**src/core_pkg.sv**
```systemverilog
package core_pkg;

    // Widths
    localparam int xlen          = 32;
    localparam int reg_addr_bits = 5;

    // addi x0, x0, 0
    localparam logic [xlen-1:0] nop_instr = 32'h0000_0013;

    // Major opcodes
    localparam logic [6:0] opcode_op     = 7'b0110011;
    localparam logic [6:0] opcode_op_imm = 7'b0010011;
    localparam logic [6:0] opcode_load   = 7'b0000011;
    localparam logic [6:0] opcode_store  = 7'b0100011;
    localparam logic [6:0] opcode_branch = 7'b1100011;

    // funct3 for OP and OP-IMM
    localparam logic [2:0] funct3_add  = 3'b000;
    localparam logic [2:0] funct3_sll  = 3'b001;
    localparam logic [2:0] funct3_slt  = 3'b010;
    localparam logic [2:0] funct3_sltu = 3'b011;
    localparam logic [2:0] funct3_xor  = 3'b100;
    localparam logic [2:0] funct3_sr   = 3'b101;
    localparam logic [2:0] funct3_or   = 3'b110;
    localparam logic [2:0] funct3_and  = 3'b111;

    // funct3 for branches
    localparam logic [2:0] funct3_beq = 3'b000;
    localparam logic [2:0] funct3_bne = 3'b001;

    typedef enum logic [3:0] {
        alu_add,
        alu_sub,
        alu_and,
        alu_or,
        alu_xor,
        alu_sll,
        alu_srl,
        alu_sra,
        alu_slt,
        alu_sltu
    } alu_op_e;

    typedef enum logic [1:0] {
        from_reg,
        from_mem,
        from_wb
    } fwd_sel_e;

    typedef struct packed {
        logic    reg_write;
        logic    mem_read;
        logic    mem_write;
        logic    mem_to_reg;
        logic    alu_src_imm;
        logic    branch;
        logic    branch_ne;
        alu_op_e alu_op;
    } ctrl_t;

    typedef struct packed {
        logic            valid;
        logic [xlen-1:0] pc;
        logic [xlen-1:0] instr;
    } if_id_t;

    typedef struct packed {
        logic                     valid;
        ctrl_t                    ctrl;
        logic [xlen-1:0]          pc;
        logic [xlen-1:0]          rs1_data;
        logic [xlen-1:0]          rs2_data;
        logic [reg_addr_bits-1:0] rs1;
        logic [reg_addr_bits-1:0] rs2;
        logic [reg_addr_bits-1:0] rd;
        logic [xlen-1:0]          imm;
    } id_ex_t;

    typedef struct packed {
        logic                     valid;
        logic                     reg_write;
        logic                     mem_read;
        logic                     mem_write;
        logic                     mem_to_reg;
        logic [xlen-1:0]          alu_result;
        logic [xlen-1:0]          store_data;
        logic [reg_addr_bits-1:0] rd;
    } ex_mem_t;

    typedef struct packed {
        logic                     valid;
        logic                     reg_write;
        logic                     mem_to_reg;
        logic [xlen-1:0]          alu_result;
        logic [xlen-1:0]          load_data;
        logic [reg_addr_bits-1:0] rd;
    } mem_wb_t;

    // Data port request, word access only
    typedef struct packed {
        logic            read;
        logic            write;
        logic [xlen-1:0] addr;
        logic [xlen-1:0] wdata;
    } dmem_req_t;

endpackage

```
**src/alu.sv**
```systemverilog
`timescale 1ns/10ps

module alu
    import core_pkg::*;
(
    input  logic [xlen-1:0] a,
    input  logic [xlen-1:0] b,
    input  alu_op_e         op,
    output logic [xlen-1:0] result,
    output logic            zero
);

    logic [4:0] shamt;

    assign shamt = b[4:0];

    always_comb begin
        case (op)
            alu_add:  result = a + b;
            alu_sub:  result = a - b;
            alu_and:  result = a & b;
            alu_or:   result = a | b;
            alu_xor:  result = a ^ b;
            alu_sll:  result = a << shamt;
            alu_srl:  result = a >> shamt;
            alu_sra:  result = $signed(a) >>> shamt;
            alu_slt:  result = {{(xlen-1){1'b0}}, $signed(a) < $signed(b)};
            alu_sltu: result = {{(xlen-1){1'b0}}, a < b};
            default:  result = '0;
        endcase
    end

    // Branch compare relies on this after a subtract
    assign zero = (result == '0);

endmodule

```
**src/decode_unit.sv**
```systemverilog
`timescale 1ns/10ps

module decode_unit
    import core_pkg::*;
(
    input  logic [xlen-1:0]          instr,
    output ctrl_t                    ctrl,
    output logic [xlen-1:0]          imm,
    output logic [reg_addr_bits-1:0] rs1,
    output logic [reg_addr_bits-1:0] rs2,
    output logic [reg_addr_bits-1:0] rd
);

    logic [6:0]      opcode;
    logic [2:0]      funct3;
    logic            funct7_alt;
    logic [xlen-1:0] imm_i;
    logic [xlen-1:0] imm_s;
    logic [xlen-1:0] imm_b;
    alu_op_e         arith_op;

    assign opcode     = instr[6:0];
    assign funct3     = instr[14:12];
    assign funct7_alt = instr[30];
    assign rd         = instr[11:7];
    assign rs1        = instr[19:15];
    assign rs2        = instr[24:20];

    // Sign-extended immediates
    assign imm_i = {{20{instr[31]}}, instr[31:20]};
    assign imm_s = {{20{instr[31]}}, instr[31:25], instr[11:7]};
    assign imm_b = {{19{instr[31]}}, instr[31], instr[7], instr[30:25], instr[11:8], 1'b0};

    // ALU operation for OP and OP-IMM, sub only exists in OP
    always_comb begin
        case (funct3)
            funct3_add:  arith_op = (opcode == opcode_op && funct7_alt) ? alu_sub : alu_add;
            funct3_sll:  arith_op = alu_sll;
            funct3_slt:  arith_op = alu_slt;
            funct3_sltu: arith_op = alu_sltu;
            funct3_xor:  arith_op = alu_xor;
            funct3_sr:   arith_op = funct7_alt ? alu_sra : alu_srl;
            funct3_or:   arith_op = alu_or;
            default:     arith_op = alu_and;
        endcase
    end

    always_comb begin
        ctrl = '0;
        imm  = '0;
        case (opcode)
            opcode_op: begin
                ctrl.reg_write = 1'b1;
                ctrl.alu_op    = arith_op;
            end
            opcode_op_imm: begin
                ctrl.reg_write   = 1'b1;
                ctrl.alu_src_imm = 1'b1;
                ctrl.alu_op      = arith_op;
                imm              = imm_i;
            end
            opcode_load: begin
                ctrl.reg_write   = 1'b1;
                ctrl.mem_read    = 1'b1;
                ctrl.mem_to_reg  = 1'b1;
                ctrl.alu_src_imm = 1'b1;
                imm              = imm_i;
            end
            opcode_store: begin
                ctrl.mem_write   = 1'b1;
                ctrl.alu_src_imm = 1'b1;
                imm              = imm_s;
            end
            opcode_branch: begin
                // Only beq and bne, anything else stays a no-op
                if (funct3 == funct3_beq || funct3 == funct3_bne) begin
                    ctrl.branch    = 1'b1;
                    ctrl.branch_ne = (funct3 == funct3_bne);
                    ctrl.alu_op    = alu_sub;
                    imm            = imm_b;
                end
            end
            default: begin
            end
        endcase
    end

endmodule

```
**src/execute_stage.sv**
```systemverilog
`timescale 1ns/10ps

module execute_stage
    import core_pkg::*;
(
    input  id_ex_t          id_ex,
    input  fwd_sel_e        fwd_a,
    input  fwd_sel_e        fwd_b,
    input  logic [xlen-1:0] mem_result,
    input  logic [xlen-1:0] wb_result,
    output ex_mem_t         ex_mem_d,
    output logic            branch_taken,
    output logic [xlen-1:0] branch_target
);

    logic [xlen-1:0] op_a;
    logic [xlen-1:0] op_b_reg;
    logic [xlen-1:0] op_b;
    logic [xlen-1:0] alu_result;
    logic            alu_zero;

    // Forwarding muxes
    always_comb begin
        case (fwd_a)
            from_mem: op_a = mem_result;
            from_wb:  op_a = wb_result;
            default:  op_a = id_ex.rs1_data;
        endcase
        case (fwd_b)
            from_mem: op_b_reg = mem_result;
            from_wb:  op_b_reg = wb_result;
            default:  op_b_reg = id_ex.rs2_data;
        endcase
    end

    assign op_b = id_ex.ctrl.alu_src_imm ? id_ex.imm : op_b_reg;

    alu alu0 (
        .a      (op_a),
        .b      (op_b),
        .op     (id_ex.ctrl.alu_op),
        .result (alu_result),
        .zero   (alu_zero)
    );

    // beq takes on equal, bne on not equal
    assign branch_target = id_ex.pc + id_ex.imm;
    assign branch_taken  = id_ex.valid && id_ex.ctrl.branch
                           && (alu_zero ^ id_ex.ctrl.branch_ne);

    always_comb begin
        ex_mem_d.valid      = id_ex.valid;
        ex_mem_d.reg_write  = id_ex.ctrl.reg_write;
        ex_mem_d.mem_read   = id_ex.ctrl.mem_read;
        ex_mem_d.mem_write  = id_ex.ctrl.mem_write;
        ex_mem_d.mem_to_reg = id_ex.ctrl.mem_to_reg;
        ex_mem_d.alu_result = alu_result;
        ex_mem_d.store_data = op_b_reg;
        ex_mem_d.rd         = id_ex.rd;
    end

endmodule

```
**src/hazard_unit.sv**
```systemverilog
`timescale 1ns/10ps

module hazard_unit
    import core_pkg::*;
(
    input  logic [reg_addr_bits-1:0] if_id_rs1,
    input  logic [reg_addr_bits-1:0] if_id_rs2,
    input  id_ex_t                   id_ex,
    input  ex_mem_t                  ex_mem,
    input  mem_wb_t                  mem_wb,
    input  logic                     branch_taken,
    output logic                     stall,
    output logic                     flush,
    output fwd_sel_e                 fwd_a,
    output fwd_sel_e                 fwd_b
);

    logic mem_writes;
    logic wb_writes;
    logic load_use;

    // Only a real writer to a non-zero register can forward
    assign mem_writes = ex_mem.valid && ex_mem.reg_write && ex_mem.rd != '0;
    assign wb_writes  = mem_wb.valid && mem_wb.reg_write && mem_wb.rd != '0;

    // MEM is younger than WB so it wins
    always_comb begin
        if (mem_writes && ex_mem.rd == id_ex.rs1) begin
            fwd_a = from_mem;
        end else if (wb_writes && mem_wb.rd == id_ex.rs1) begin
            fwd_a = from_wb;
        end else begin
            fwd_a = from_reg;
        end
        if (mem_writes && ex_mem.rd == id_ex.rs2) begin
            fwd_b = from_mem;
        end else if (wb_writes && mem_wb.rd == id_ex.rs2) begin
            fwd_b = from_wb;
        end else begin
            fwd_b = from_reg;
        end
    end

    // Load result is not ready until WB
    assign load_use = id_ex.valid && id_ex.ctrl.mem_read && id_ex.rd != '0
                      && (id_ex.rd == if_id_rs1 || id_ex.rd == if_id_rs2);

    // A taken branch kills the dependent instruction anyway
    assign flush = branch_taken;
    assign stall = load_use && !branch_taken;

endmodule

```
**src/pipe_reg.sv**
```systemverilog
`timescale 1ns/10ps

module pipe_reg #(
    parameter type payload_t = logic
) (
    input  logic     clk,
    input  logic     reset,
    input  logic     stall,
    input  logic     flush,
    input  payload_t d,
    output payload_t q
);

    // An all-zero payload is a bubble with valid low
    always_ff @(posedge clk) begin
        if (reset || flush) begin
            q <= '0;
        end else if (!stall) begin
            q <= d;
        end
    end

endmodule

```
**src/register_file.sv**
```systemverilog
`timescale 1ns/10ps

module register_file
    import core_pkg::*;
(
    input  logic                     clk,
    input  logic                     reset,
    input  logic [reg_addr_bits-1:0] rs1,
    input  logic [reg_addr_bits-1:0] rs2,
    input  logic [reg_addr_bits-1:0] rd,
    input  logic [xlen-1:0]          wdata,
    input  logic                     we,
    output logic [xlen-1:0]          rs1_data,
    output logic [xlen-1:0]          rs2_data
);

    logic [xlen-1:0] regs [2**reg_addr_bits];

    always_ff @(posedge clk) begin
        if (reset) begin
            for (int i = 0; i < 2**reg_addr_bits; i++) begin
                regs[i] <= '0;
            end
        end else if (we && rd != '0) begin
            regs[rd] <= wdata;
        end
    end

    // Writeback in the same cycle is seen by decode
    always_comb begin
        rs1_data = (we && rd == rs1) ? wdata : regs[rs1];
        rs2_data = (we && rd == rs2) ? wdata : regs[rs2];
        if (rs1 == '0) begin
            rs1_data = '0;
        end
        if (rs2 == '0) begin
            rs2_data = '0;
        end
    end

endmodule

```
**src/riscv_core.sv**
```systemverilog
`timescale 1ns/10ps

module riscv_core
    import core_pkg::*;
(
    input  logic            clk,
    input  logic            reset,
    output logic [xlen-1:0] imem_addr,
    input  logic [xlen-1:0] imem_rdata,
    output dmem_req_t       dmem_req,
    input  logic [xlen-1:0] dmem_rdata
);

    logic [xlen-1:0]          pc;
    logic [xlen-1:0]          pc_plus4;
    logic [xlen-1:0]          id_instr;
    logic [xlen-1:0]          rs1_data;
    logic [xlen-1:0]          rs2_data;
    logic [xlen-1:0]          imm;
    logic [xlen-1:0]          wb_data;
    logic [xlen-1:0]          branch_target;
    logic [reg_addr_bits-1:0] rs1;
    logic [reg_addr_bits-1:0] rs2;
    logic [reg_addr_bits-1:0] rd;
    logic                     stall;
    logic                     flush;
    logic                     branch_taken;
    ctrl_t                    ctrl;
    fwd_sel_e                 fwd_a;
    fwd_sel_e                 fwd_b;
    if_id_t                   if_id_d, if_id_q;
    id_ex_t                   id_ex_d, id_ex_q;
    ex_mem_t                  ex_mem_d, ex_mem_q;
    mem_wb_t                  mem_wb_d, mem_wb_q;

    // Fetch
    assign pc_plus4  = pc + xlen'(4);
    assign imem_addr = pc;

    always_ff @(posedge clk) begin
        if (reset) begin
            pc <= '0;
        end else if (branch_taken) begin
            pc <= branch_target;
        end else if (!stall) begin
            pc <= pc_plus4;
        end
    end

    assign if_id_d = '{valid: 1'b1, pc: pc, instr: imem_rdata};

    pipe_reg #(.payload_t(if_id_t)) if_id_reg (
        .clk   (clk),
        .reset (reset),
        .stall (stall),
        .flush (flush),
        .d     (if_id_d),
        .q     (if_id_q)
    );

    // Decode, a bubble decodes as a plain nop
    assign id_instr = if_id_q.valid ? if_id_q.instr : nop_instr;

    decode_unit decoder (
        .instr (id_instr),
        .ctrl  (ctrl),
        .imm   (imm),
        .rs1   (rs1),
        .rs2   (rs2),
        .rd    (rd)
    );

    register_file regfile (
        .clk      (clk),
        .reset    (reset),
        .rs1      (rs1),
        .rs2      (rs2),
        .rd       (mem_wb_q.rd),
        .wdata    (wb_data),
        .we       (mem_wb_q.valid && mem_wb_q.reg_write),
        .rs1_data (rs1_data),
        .rs2_data (rs2_data)
    );

    always_comb begin
        id_ex_d.valid    = if_id_q.valid;
        id_ex_d.ctrl     = ctrl;
        id_ex_d.pc       = if_id_q.pc;
        id_ex_d.rs1_data = rs1_data;
        id_ex_d.rs2_data = rs2_data;
        id_ex_d.rs1      = rs1;
        id_ex_d.rs2      = rs2;
        id_ex_d.rd       = rd;
        id_ex_d.imm      = imm;
    end

    // Stall leaves a bubble behind the held instruction
    pipe_reg #(.payload_t(id_ex_t)) id_ex_reg (
        .clk   (clk),
        .reset (reset),
        .stall (1'b0),
        .flush (flush || stall),
        .d     (id_ex_d),
        .q     (id_ex_q)
    );

    execute_stage ex_stage (
        .id_ex         (id_ex_q),
        .fwd_a         (fwd_a),
        .fwd_b         (fwd_b),
        .mem_result    (ex_mem_q.alu_result),
        .wb_result     (wb_data),
        .ex_mem_d      (ex_mem_d),
        .branch_taken  (branch_taken),
        .branch_target (branch_target)
    );

    pipe_reg #(.payload_t(ex_mem_t)) ex_mem_reg (
        .clk   (clk),
        .reset (reset),
        .stall (1'b0),
        .flush (1'b0),
        .d     (ex_mem_d),
        .q     (ex_mem_q)
    );

    // Data port straight from EX/MEM
    assign dmem_req.read  = ex_mem_q.valid && ex_mem_q.mem_read;
    assign dmem_req.write = ex_mem_q.valid && ex_mem_q.mem_write;
    assign dmem_req.addr  = ex_mem_q.alu_result;
    assign dmem_req.wdata = ex_mem_q.store_data;

    always_comb begin
        mem_wb_d.valid      = ex_mem_q.valid;
        mem_wb_d.reg_write  = ex_mem_q.reg_write;
        mem_wb_d.mem_to_reg = ex_mem_q.mem_to_reg;
        mem_wb_d.alu_result = ex_mem_q.alu_result;
        mem_wb_d.load_data  = dmem_rdata;
        mem_wb_d.rd         = ex_mem_q.rd;
    end

    pipe_reg #(.payload_t(mem_wb_t)) mem_wb_reg (
        .clk   (clk),
        .reset (reset),
        .stall (1'b0),
        .flush (1'b0),
        .d     (mem_wb_d),
        .q     (mem_wb_q)
    );

    // Writeback select
    assign wb_data = mem_wb_q.mem_to_reg ? mem_wb_q.load_data : mem_wb_q.alu_result;

    hazard_unit hazards (
        .if_id_rs1    (rs1),
        .if_id_rs2    (rs2),
        .id_ex        (id_ex_q),
        .ex_mem       (ex_mem_q),
        .mem_wb       (mem_wb_q),
        .branch_taken (branch_taken),
        .stall        (stall),
        .flush        (flush),
        .fwd_a        (fwd_a),
        .fwd_b        (fwd_b)
    );

endmodule

```
**config.mk**
```make
export PLATFORM = sky130hd
export DESIGN_NAME = riscv_core
export DESIGN_NICKNAME = d
export VERILOG_FILES = /design/src/core_pkg.sv /design/src/alu.sv /design/src/decode_unit.sv /design/src/execute_stage.sv /design/src/hazard_unit.sv /design/src/pipe_reg.sv /design/src/register_file.sv /design/src/riscv_core.sv
export SDC_FILE = /design/constraint.sdc
export NUM_CORES = 2
export LEC_CHECK = 0
export ABC_AREA = 0
export ABC_CLOCK_PERIOD_IN_PS = 11000
export BUFFER_PORTS_ARGS = -buffer_cell sky130_fd_sc_hd__buf_2
export CAP_MARGIN = 30
export CORE_MARGIN = 2
export CORE_UTILIZATION = 40
export CTS_CLUSTER_SIZE = 24
export DETAILED_ROUTE_END_ITERATION = 10
export GPL_TIMING_DRIVEN = 0
export PLACE_DENSITY_LB_ADDON = 0.25
export SLEW_MARGIN = 20
export SYNTH_ARGS = -nofsm -noshare
export SYNTH_HDL_FRONTEND = slang
export SYNTH_SLANG_ARGS = --single-unit
```
**constraint.sdc**
```tcl
create_clock -name clk -period 11 [get_ports clk]
set_clock_uncertainty 0.05 [all_clocks]
set_input_delay 0.55 -clock clk [delete_from_list [all_inputs] [get_ports clk]]
set_output_delay 0.55 -clock clk [all_outputs]
set_load 0.03 [all_outputs]
```
Yosys cells after proc, flatten, opt, wreduce, memory -nomap -nowiden
Memories as Yosys holds them, arrays and structs flattened. A register that Yosys moved wholly into a read port is not among the register bits.
Cells that the tools add are included.

word-level totals
  register bits after elaboration = 332
  output and inout port bits = 98
  RAM bits = 1024
  logic and storage cells = 148
  memories = 1

memories
  name          words  width  read ports  clocked after Yosys merged registers in  write ports  RTL line             RTL
  regfile.regs  32     32     2           2                                        32           register_file.sv:17  logic [xlen-1:0] regs [2**reg_addr_bits];

cells by class
  shifts and indexed selects = 3
  add/sub/neg operators = 4
  bitwise gates (word level) = 6
  reduce and logical (&&, ||, !) cells = 40
  magnitude comparators = 2
  mux-type cells = 31
  equal/unequal tests = 31

operator list
  cell                                                             count
  32-bit one-hot mux with 10 select lines                          1
  32-bit 2-to-1 mux                                                7
  32-bit one-hot mux with 2 select lines                           2
  32-bit one-hot mux with 3 select lines                           1
  32-bit adder                                                     2
  32-bit < comparator                                              2
  32-bit by 3-bit adder with 32-bit output, second input constant  1
  32-bit bitwise AND                                               1
  32-bit zero test                                                 1
  32-bit bitwise OR                                                1
  32-bit OR reduction                                              1
  32-bit by 5-bit left shift with 32-bit output                    1
  32-bit by 5-bit right shift with 32-bit output                   1
  32-bit by 5-bit >>> shifter with 32-bit output                   1
  32-bit subtractor                                                1
  32-bit bitwise XOR                                               1
  5-bit == test                                                    6
  4-bit one-hot mux with 7 select lines                            1
  1-bit logical AND                                                17
  4-bit by 3-bit == test with 1-bit output, second input constant  4
  5-bit nonzero test                                               3
  7-bit by 6-bit == test with 1-bit output, second input constant  2
  1-bit 2-to-1 mux                                                 12
  5-bit zero test                                                  2
  24 further kinds                                                 45

Longest topological paths before layout
  depth in word-level cells = 18
  depth in mapped cells = 32

Modules after synthesis
From an unflattened synthesis, not the netlist that was laid out.

unflattened totals
  cells, all modules = 7291
  area total of the unflattened synthesis = 84715.0 µm²

by module, submodules not included
  module                  seq. area each (µm²)  times used  cells each  area each (µm²)
  register_file           30749.5               1           3740        54722.5
  alu                     0.0                   1           1431        9999.6
  pipe_reg at id_ex_reg   3103.0                1           500         5511.5
  execute_stage           0.0                   1           498         3338.2
  pipe_reg at ex_mem_reg  1481.4                1           239         2665.1
  pipe_reg at mem_wb_reg  1441.4                1           233         2645.0
  riscv_core              640.6                 1           313         2528.7
  pipe_reg at if_id_reg   1301.2                1           210         2338.5
  decode_unit             0.0                   1           75          553.0
  hazard_unit             0.0                   1           52          412.9

Least setup slack after synthesis
No wires, ideal clock.

  kind = reg2reg
  from = reg mem_wb_reg.q[2] in the netlist's numbering
  to = reg pc[19] (netlist: imem_addr[19])
  arrival time = 8221 ps
  setup time = 123 ps
  path buffers = 7
  stages on the path, launching flop included = 30
  path slack = 2606 ps
  data required time = 10827 ps
  cell sequence = dfxtp_1 -> buf_1 -> xor2_1 -> or4_1 -> o21ai_1 -> o21ai_1 -> a221oi_4 -> buf_2 -> buf_2 -> buf_2 -> buf_2 -> buf_1 -> ha_1 -> nand2b_1 -> a21oi_1 -> nor2_1 -> o311a_1 -> o31ai_1 -> o31ai_1 -> a221oi_1 -> a21oi_1 -> or3_1 -> or4_1 -> nor4_1 -> nand4_1 -> or4_1 -> nor4_4 -> mux2i_2 -> buf_6 -> mux2_1

on the way
  word-level cells in the longest chain between the ends = 16

ends and longest elaborated chain
  item                                                                              RTL line             RTL
  from (decl)                                                                       pipe_reg.sv:11       output payload_t q
  from (signal assigned)                                                            pipe_reg.sv:17       q <= '0;
  from (signal assigned)                                                            pipe_reg.sv:19       q <= d;
  5-bit nonzero test                                                                hazard_unit.sv:24    assign wb_writes = mem_wb.valid && mem_wb.reg_write && mem_wb.rd != '0;
  1-bit logical AND                                                                 hazard_unit.sv:24
  1-bit logical AND                                                                 hazard_unit.sv:37    end else if (wb_writes && mem_wb.rd == id_ex.rs2) begin
  2-bit 2-to-1 mux                                                                  hazard_unit.sv:37
  2-bit 2-to-1 mux                                                                  hazard_unit.sv:35    if (mem_writes && ex_mem.rd == id_ex.rs2) begin
  2-bit == test / 2-bit by 1-bit == test with 1-bit output (equally long branches)  execute_stage.sv:29  case (fwd_b)
  32-bit one-hot mux with 2 select lines                                            execute_stage.sv:29
  32-bit 2-to-1 mux                                                                 execute_stage.sv:36  assign op_b = id_ex.ctrl.alu_src_imm ? id_ex.imm : op_b_reg;
  32-bit subtractor (tied with other cells)                                         alu.sv:20            alu_sub: result = a - b;
  32-bit one-hot mux with 10 select lines *                                         alu.sv:18            case (op)
  32-bit zero test *                                                                alu.sv:34            assign zero = (result == '0);
  1-bit bitwise XOR *                                                               execute_stage.sv:49  && (alu_zero ^ id_ex.ctrl.branch_ne);
  1-bit logical AND *                                                               execute_stage.sv:49
  1-bit zero test                                                                   hazard_unit.sv:50    assign stall = load_use && !branch_taken;
  1-bit logical AND                                                                 hazard_unit.sv:50
  2-bit inequality test (no line)                                                   n/a
  to (signal assigned)                                                              riscv_core.sv:44     pc <= branch_target;
  to (signal assigned)                                                              riscv_core.sv:46     pc <= pc_plus4;
  to (decl)                                                                         riscv_core.sv:14     logic [xlen-1:0] pc;

Every way passes the cells marked *; elsewhere a longest branch is shown, timed or not.
A chain may end at the register's enable or synchronous reset.

Worst setup path in the final report
  from = reg mem_wb_reg.q[2] in the netlist's numbering
  to = reg id_ex_reg.q[66] (netlist name)

on the way
  word-level cells in the longest chain between the ends = 18

ends and longest elaborated chain
  item                                                                              RTL line             RTL
  5-bit nonzero test                                                                hazard_unit.sv:24
  1-bit logical AND                                                                 hazard_unit.sv:24
  1-bit logical AND                                                                 hazard_unit.sv:37
  2-bit 2-to-1 mux                                                                  hazard_unit.sv:37
  2-bit 2-to-1 mux                                                                  hazard_unit.sv:35
  2-bit == test / 2-bit by 1-bit == test with 1-bit output (equally long branches)  execute_stage.sv:29
  32-bit one-hot mux with 2 select lines                                            execute_stage.sv:29
  32-bit 2-to-1 mux                                                                 execute_stage.sv:36
  [... 2 more ...]                                                                  n/a
  32-bit zero test *                                                                alu.sv:34
  1-bit bitwise XOR *                                                               execute_stage.sv:49
  1-bit logical AND *                                                               execute_stage.sv:49
  1-bit zero test                                                                   hazard_unit.sv:50
  1-bit logical AND                                                                 hazard_unit.sv:50
  1-bit logical OR *                                                                riscv_core.sv:102    .flush (flush || stall),
  1-bit logical OR *                                                                pipe_reg.sv:16       if (reset || flush) begin
  2-bit OR reduction (no line) *                                                    n/a

Marks and branches as above.

==> impl_metrics.csv <==
group,metric,value,unit
status,outcome,"finished, final reports clean",
global_route,antenna_found_initial,69,
routing,wl_met3,69300,um
cts,cts_root_buf,"clkbuf_16",
timing,worst_slew_pin_slew,1.44,ns
worst_setup_path,cpMostUsedCell,"buf_2",
synthesis,synthDistinctLibCells,94,
placement,dp_hpwl,412000,um
cells_and_area,nNetsFinal,9485,
worst_setup_path,reg2reg_to,"id_ex_reg.q[66]",
worst_setup_path,crit_buf_inv,11,
worst_setup_path,worstPathMaxFanout,19,
synthesis,ys_ff_latch,1401,
timing,fin_crit,10.82,ns
worst_setup_path,crit_path_start_kind,"flip-flop",
routing,drt-initial-drc-count,15000,
floorplanning,die_y,454,um
flow_run,cap_violations,0,
floorplanning,chipWidth,454,um
worst_setup_path,r2r-start,"mem_wb_reg.q[2]",
worst_setup_path,cp.required,11.67,ns
cts,cts_max_path_buffers,3,
cts,cts_tree,"yes",
cts,htree_num_levels,4,
worst_setup_path,reg2reg_setup_slack,0.18,ns
placement,place_congestion,1.13,
synthesis,syn_inst,8640,
cts,cts_made_buffers,159,
routing,vias_per_cell,6.79,
cts,clock-sinks,1401,
routing,dr.max_layer_used,"met5",
floorplanning,core,0.202,mm2
cts,clk_pin_slew_worst_paths,0.06,ns
cells_and_area,utilization,47.7,%
global_route,grt-ovfl-total,0,
timing,clock.fmax,0.0924,GHz
cells_and_area,syn2layout_area_growth,18.7,%
worst_setup_path,arrival,11.49,ns
floorplanning,ios,164,
pwr,vdd_drop_max,0.000183,V
routing,ant_nets,0,
routing,drc,0,
worst_setup_path,cp.depth,33,
floorplanning,rows,165,
cells_and_area,fillers,19000,
cells_and_area,drive_above_1_share,16.8,%
global_route,grt_pass1_wl,682000,um
global_route,grt_max_degree,26,
cells_and_area,multi_input_area,0.0401,mm2
routing,vias,82600,
routing,wl_per_cell,43.2,um
timing,setup_viol,0,
synthesis,async_flop_share,0,%
floorplanning,start_util,40.2,%
synthesis,syn-cell-area,0.0811,mm2
cells_and_area,regArea,0.0383,mm2
timing,slew_headroom,3.81,%
worst_setup_path,path_class,"flip-flop to flip-flop",
routing,dr.pass1.iters,8,
pwr,power_density,153,mW/mm2
synthesis,yosysSeqAreaShare,47.2,%
worst_setup_path,cp_top_family,"buffers and inverters",
timing,fin_crit_sh,98.4,%
worst_setup_path,cp-endpoint,"id_ex_reg.q[66]",
worst_setup_path,cp_slowest_cell,"or4_1",
timing,rsz0062_at_grt,"false",
routing,finalWirelength,525000,um
worst_setup_path,crit_start,"mem_wb_reg.q[2]",
pwr,power_leakage,34.4,nW
pwr,finalPower,14.7,mW
worst_setup_path,worstRegToRegCells,33,
worst_setup_path,cp-end-kind,"flip-flop",
min_path,hold_class,"primary input to flip-flop",
global_route,track_usage,49.4,%
synthesis,ys.warnings.count,0,
synthesis,syn_avg_cell_area,9.39,um2
synthesis,synth_edf_count,1024,
routing,wl_met1,189000,um
global_route,first_global_vias,75500,
placement,portBuffers,163,
worst_setup_path,critPathMaxStageDelay,0.65,ns
routing,routed-wl-met2,210000,um
floorplanning,dieArea,0.206,mm2
cts,worstSkewPairLatency,0.87,ns
timing,hold_violations,0,
timing,slew_viol_final,0,
synthesis,synthFlopType,"edfxtp_1",
repair_timing:
item                                    in CTS  in global routing
gates cloned                                 0                  0
buffers inserted                             7                  2
hold buffers                                46                  0
endpoints found under the setup margin     232                232
hold endpoints to repair                    46                  0
resized for setup                           14                 11
pin swaps                                    3                  1
how the worst min path moves through the flow:
stage                            end  depth (start not counted)  slack, ns             start
CTS                  if_id_reg.q[12]                          3      0.004    imem_rdata[12]
floorplan           ex_mem_reg.q[70]                          1       0.36  id_ex_reg.q[151]
detailed placement  id_ex_reg.q[112]                          2       0.37   if_id_reg.q[33]
finish               if_id_reg.q[26]                          3       0.02    imem_rdata[26]
global route         if_id_reg.q[26]                          3       0.02    imem_rdata[26]
global placement    id_ex_reg.q[115]                          2       0.37   if_id_reg.q[36]
sequential cells by signal, indices dropped and copies added (netlist names):
register / cells
ex_mem_reg.q: 73
id_ex_reg.q: 135
if_id_reg.q: 65
imem_addr: 32
mem_wb_reg.q: 72
regfile.regs: 1024
report_power, final:
part	switching (mW)	leakage, nW	internal [mW]
clock	2.49	2.66	3.21
combinational	2.21	18.1	0.788
sequential	0.185	13.6	5.85
per-stage QoR:
step	cells	hold slack [ns]	cell area [um2]	TNS, ns	worst slack [ns]
3_3_place_gp	11500	0.370	85400	-845.66	-3.95
6_report	12200	0.0174	96300	0	0.177
4_1_cts	12100	0.00403	95800	0	0.0245
5_1_grt	12100	0.0239	96100	0	0.0209
2_1_floorplan	8671	0.364	81200	0	2.61
3_5_place_dp	11700	0.372	89700	-451.11	-2.31
cell usage after synthesis (31+ instances only):
| cell | n | area, um2 |
|---|---|---|
| nand3_1 | 65 | 325 |
| nor2b_1 | 221 | 1380 |
| a21o_1 | 43 | 323 |
| nand2_1 | 749 | 2810 |
| nor2_1 | 1307 | 4910 |
| xnor2_1 | 37 | 324 |
| nor3_1 | 297 | 1490 |
| nor4_1 | 58 | 363 |
| nand4_1 | 61 | 382 |
| a211oi_1 | 219 | 1640 |
| a21oi_1 | 814 | 4070 |
| a221oi_1 | 109 | 955 |
| o21ai_0 | 327 | 1640 |
| edfxtp_1 | 1024 | 30700 |
| o31ai_1 | 50 | 375 |
| a22oi_1 | 169 | 1270 |
| nand2b_1 | 69 | 432 |
| xor2_1 | 55 | 482 |
| dfxtp_1 | 377 | 7550 |
| and3_1 | 83 | 519 |
| buf_2 | 58 | 290 |
| o21a_1 | 31 | 233 |
| buf_1 | 95 | 357 |
| a2111oi_0 | 45 | 394 |
| ha_1 | 130 | 1630 |
| o22ai_1 | 86 | 538 |
| buf_4 | 69 | 518 |
| mux2_2 | 459 | 5170 |
| clkbuf_1 | 653 | 2450 |
| inv_1 | 103 | 387 |
| mux2i_1 | 325 | 3250 |
| o211ai_1 | 35 | 263 |
| a311oi_1 | 39 | 342 |
cells by family (layout without fill, tap and decap cells):
kind of cell | after synthesis | in the layout | share of synthesized area [%]
multiplexers | 812 | 812 | 10.9
other | 1 | 107 | 0.00462
buffers and inverters | 985 | 1727 | 4.99
AND/OR/NAND/NOR | 3020 | 3020 | 16.5
XOR/XNOR | 92 | 92 | 0.993
AO/OA/AOI/OAI | 2196 | 2196 | 17.3
flip-flops | 1401 | 1401 | 47.2
adder cells (fa/ha/maj) | 133 | 133 | 2.08
placed cells by master, fill, tap and decap left out, types with 32 or more instances in the layout:
cell / Yosys / layout
nor2_1: 1307 / 1303
edfxtp_1: 1024 / 1024
a21oi_1: 814 / 813
nand2_1: 749 / 748
clkbuf_1: 653 / 594
mux2_2: 459 / 459
dfxtp_1: 377 / 376
o21ai_0: 327 / 324
nor3_1: 297 / 292
mux2i_1: 325 / 292
buf_2: 58 / 290
nor2b_1: 221 / 221
a211oi_1: 219 / 205
a22oi_1: 169 / 169
clkbuf_16: 0 / 165
ha_1: 130 / 130
buf_4: 69 / 111
a221oi_1: 109 / 106
inv_1: 103 / 103
and3_1: 83 / 83
clkbuf_2: 0 / 81
o22ai_1: 86 / 80
diode_2: 0 / 75
nand3_1: 65 / 65
nand4_1: 61 / 61
buf_1: 95 / 60
xor2_1: 55 / 55
buf_6: 2 / 55
nor4_1: 58 / 47
dlygate4sd3_1: 0 / 46
a21o_1: 43 / 43
buf_8: 0 / 43
nand2b_1: 69 / 38
xnor2_1: 37 / 37
a311oi_1: 39 / 37
o211ai_1: 35 / 35
buf_16: 0 / 35
mux2i_4: 0 / 32
conb_1: 1 / 32
worst min-delay path, cell delays in order:
cell and delay, ns:
buf_2 0.11, mux2i_1 0.06, nor3_1 0.11
cell type report:
class | count | share of cell area (%)
Timing Repair Buffer | 461 | 4.85
Sequential cell | 1401 | 39.8
Inverter | 108 | 0.421
Antenna cell | 75 | 0.195
Buffer | 870 | 3.92
Tap cell | 2672 | 3.47
Clock buffer | 198 | 4.49
Clock inverter | 90 | 1.21
Multi-Input combinational cell | 6285 | 41.6
routing by layer:
layer / GRT usage [%] / up-vias
met4: 41.3 / 20
met2: 69.4 / 7196
li1: - / 32900
met3: 18.0 / 1866
met1: 59.9 / 40600
met5: 1.28 / -
No activity file was read; power rests on OpenSTA's default activity.
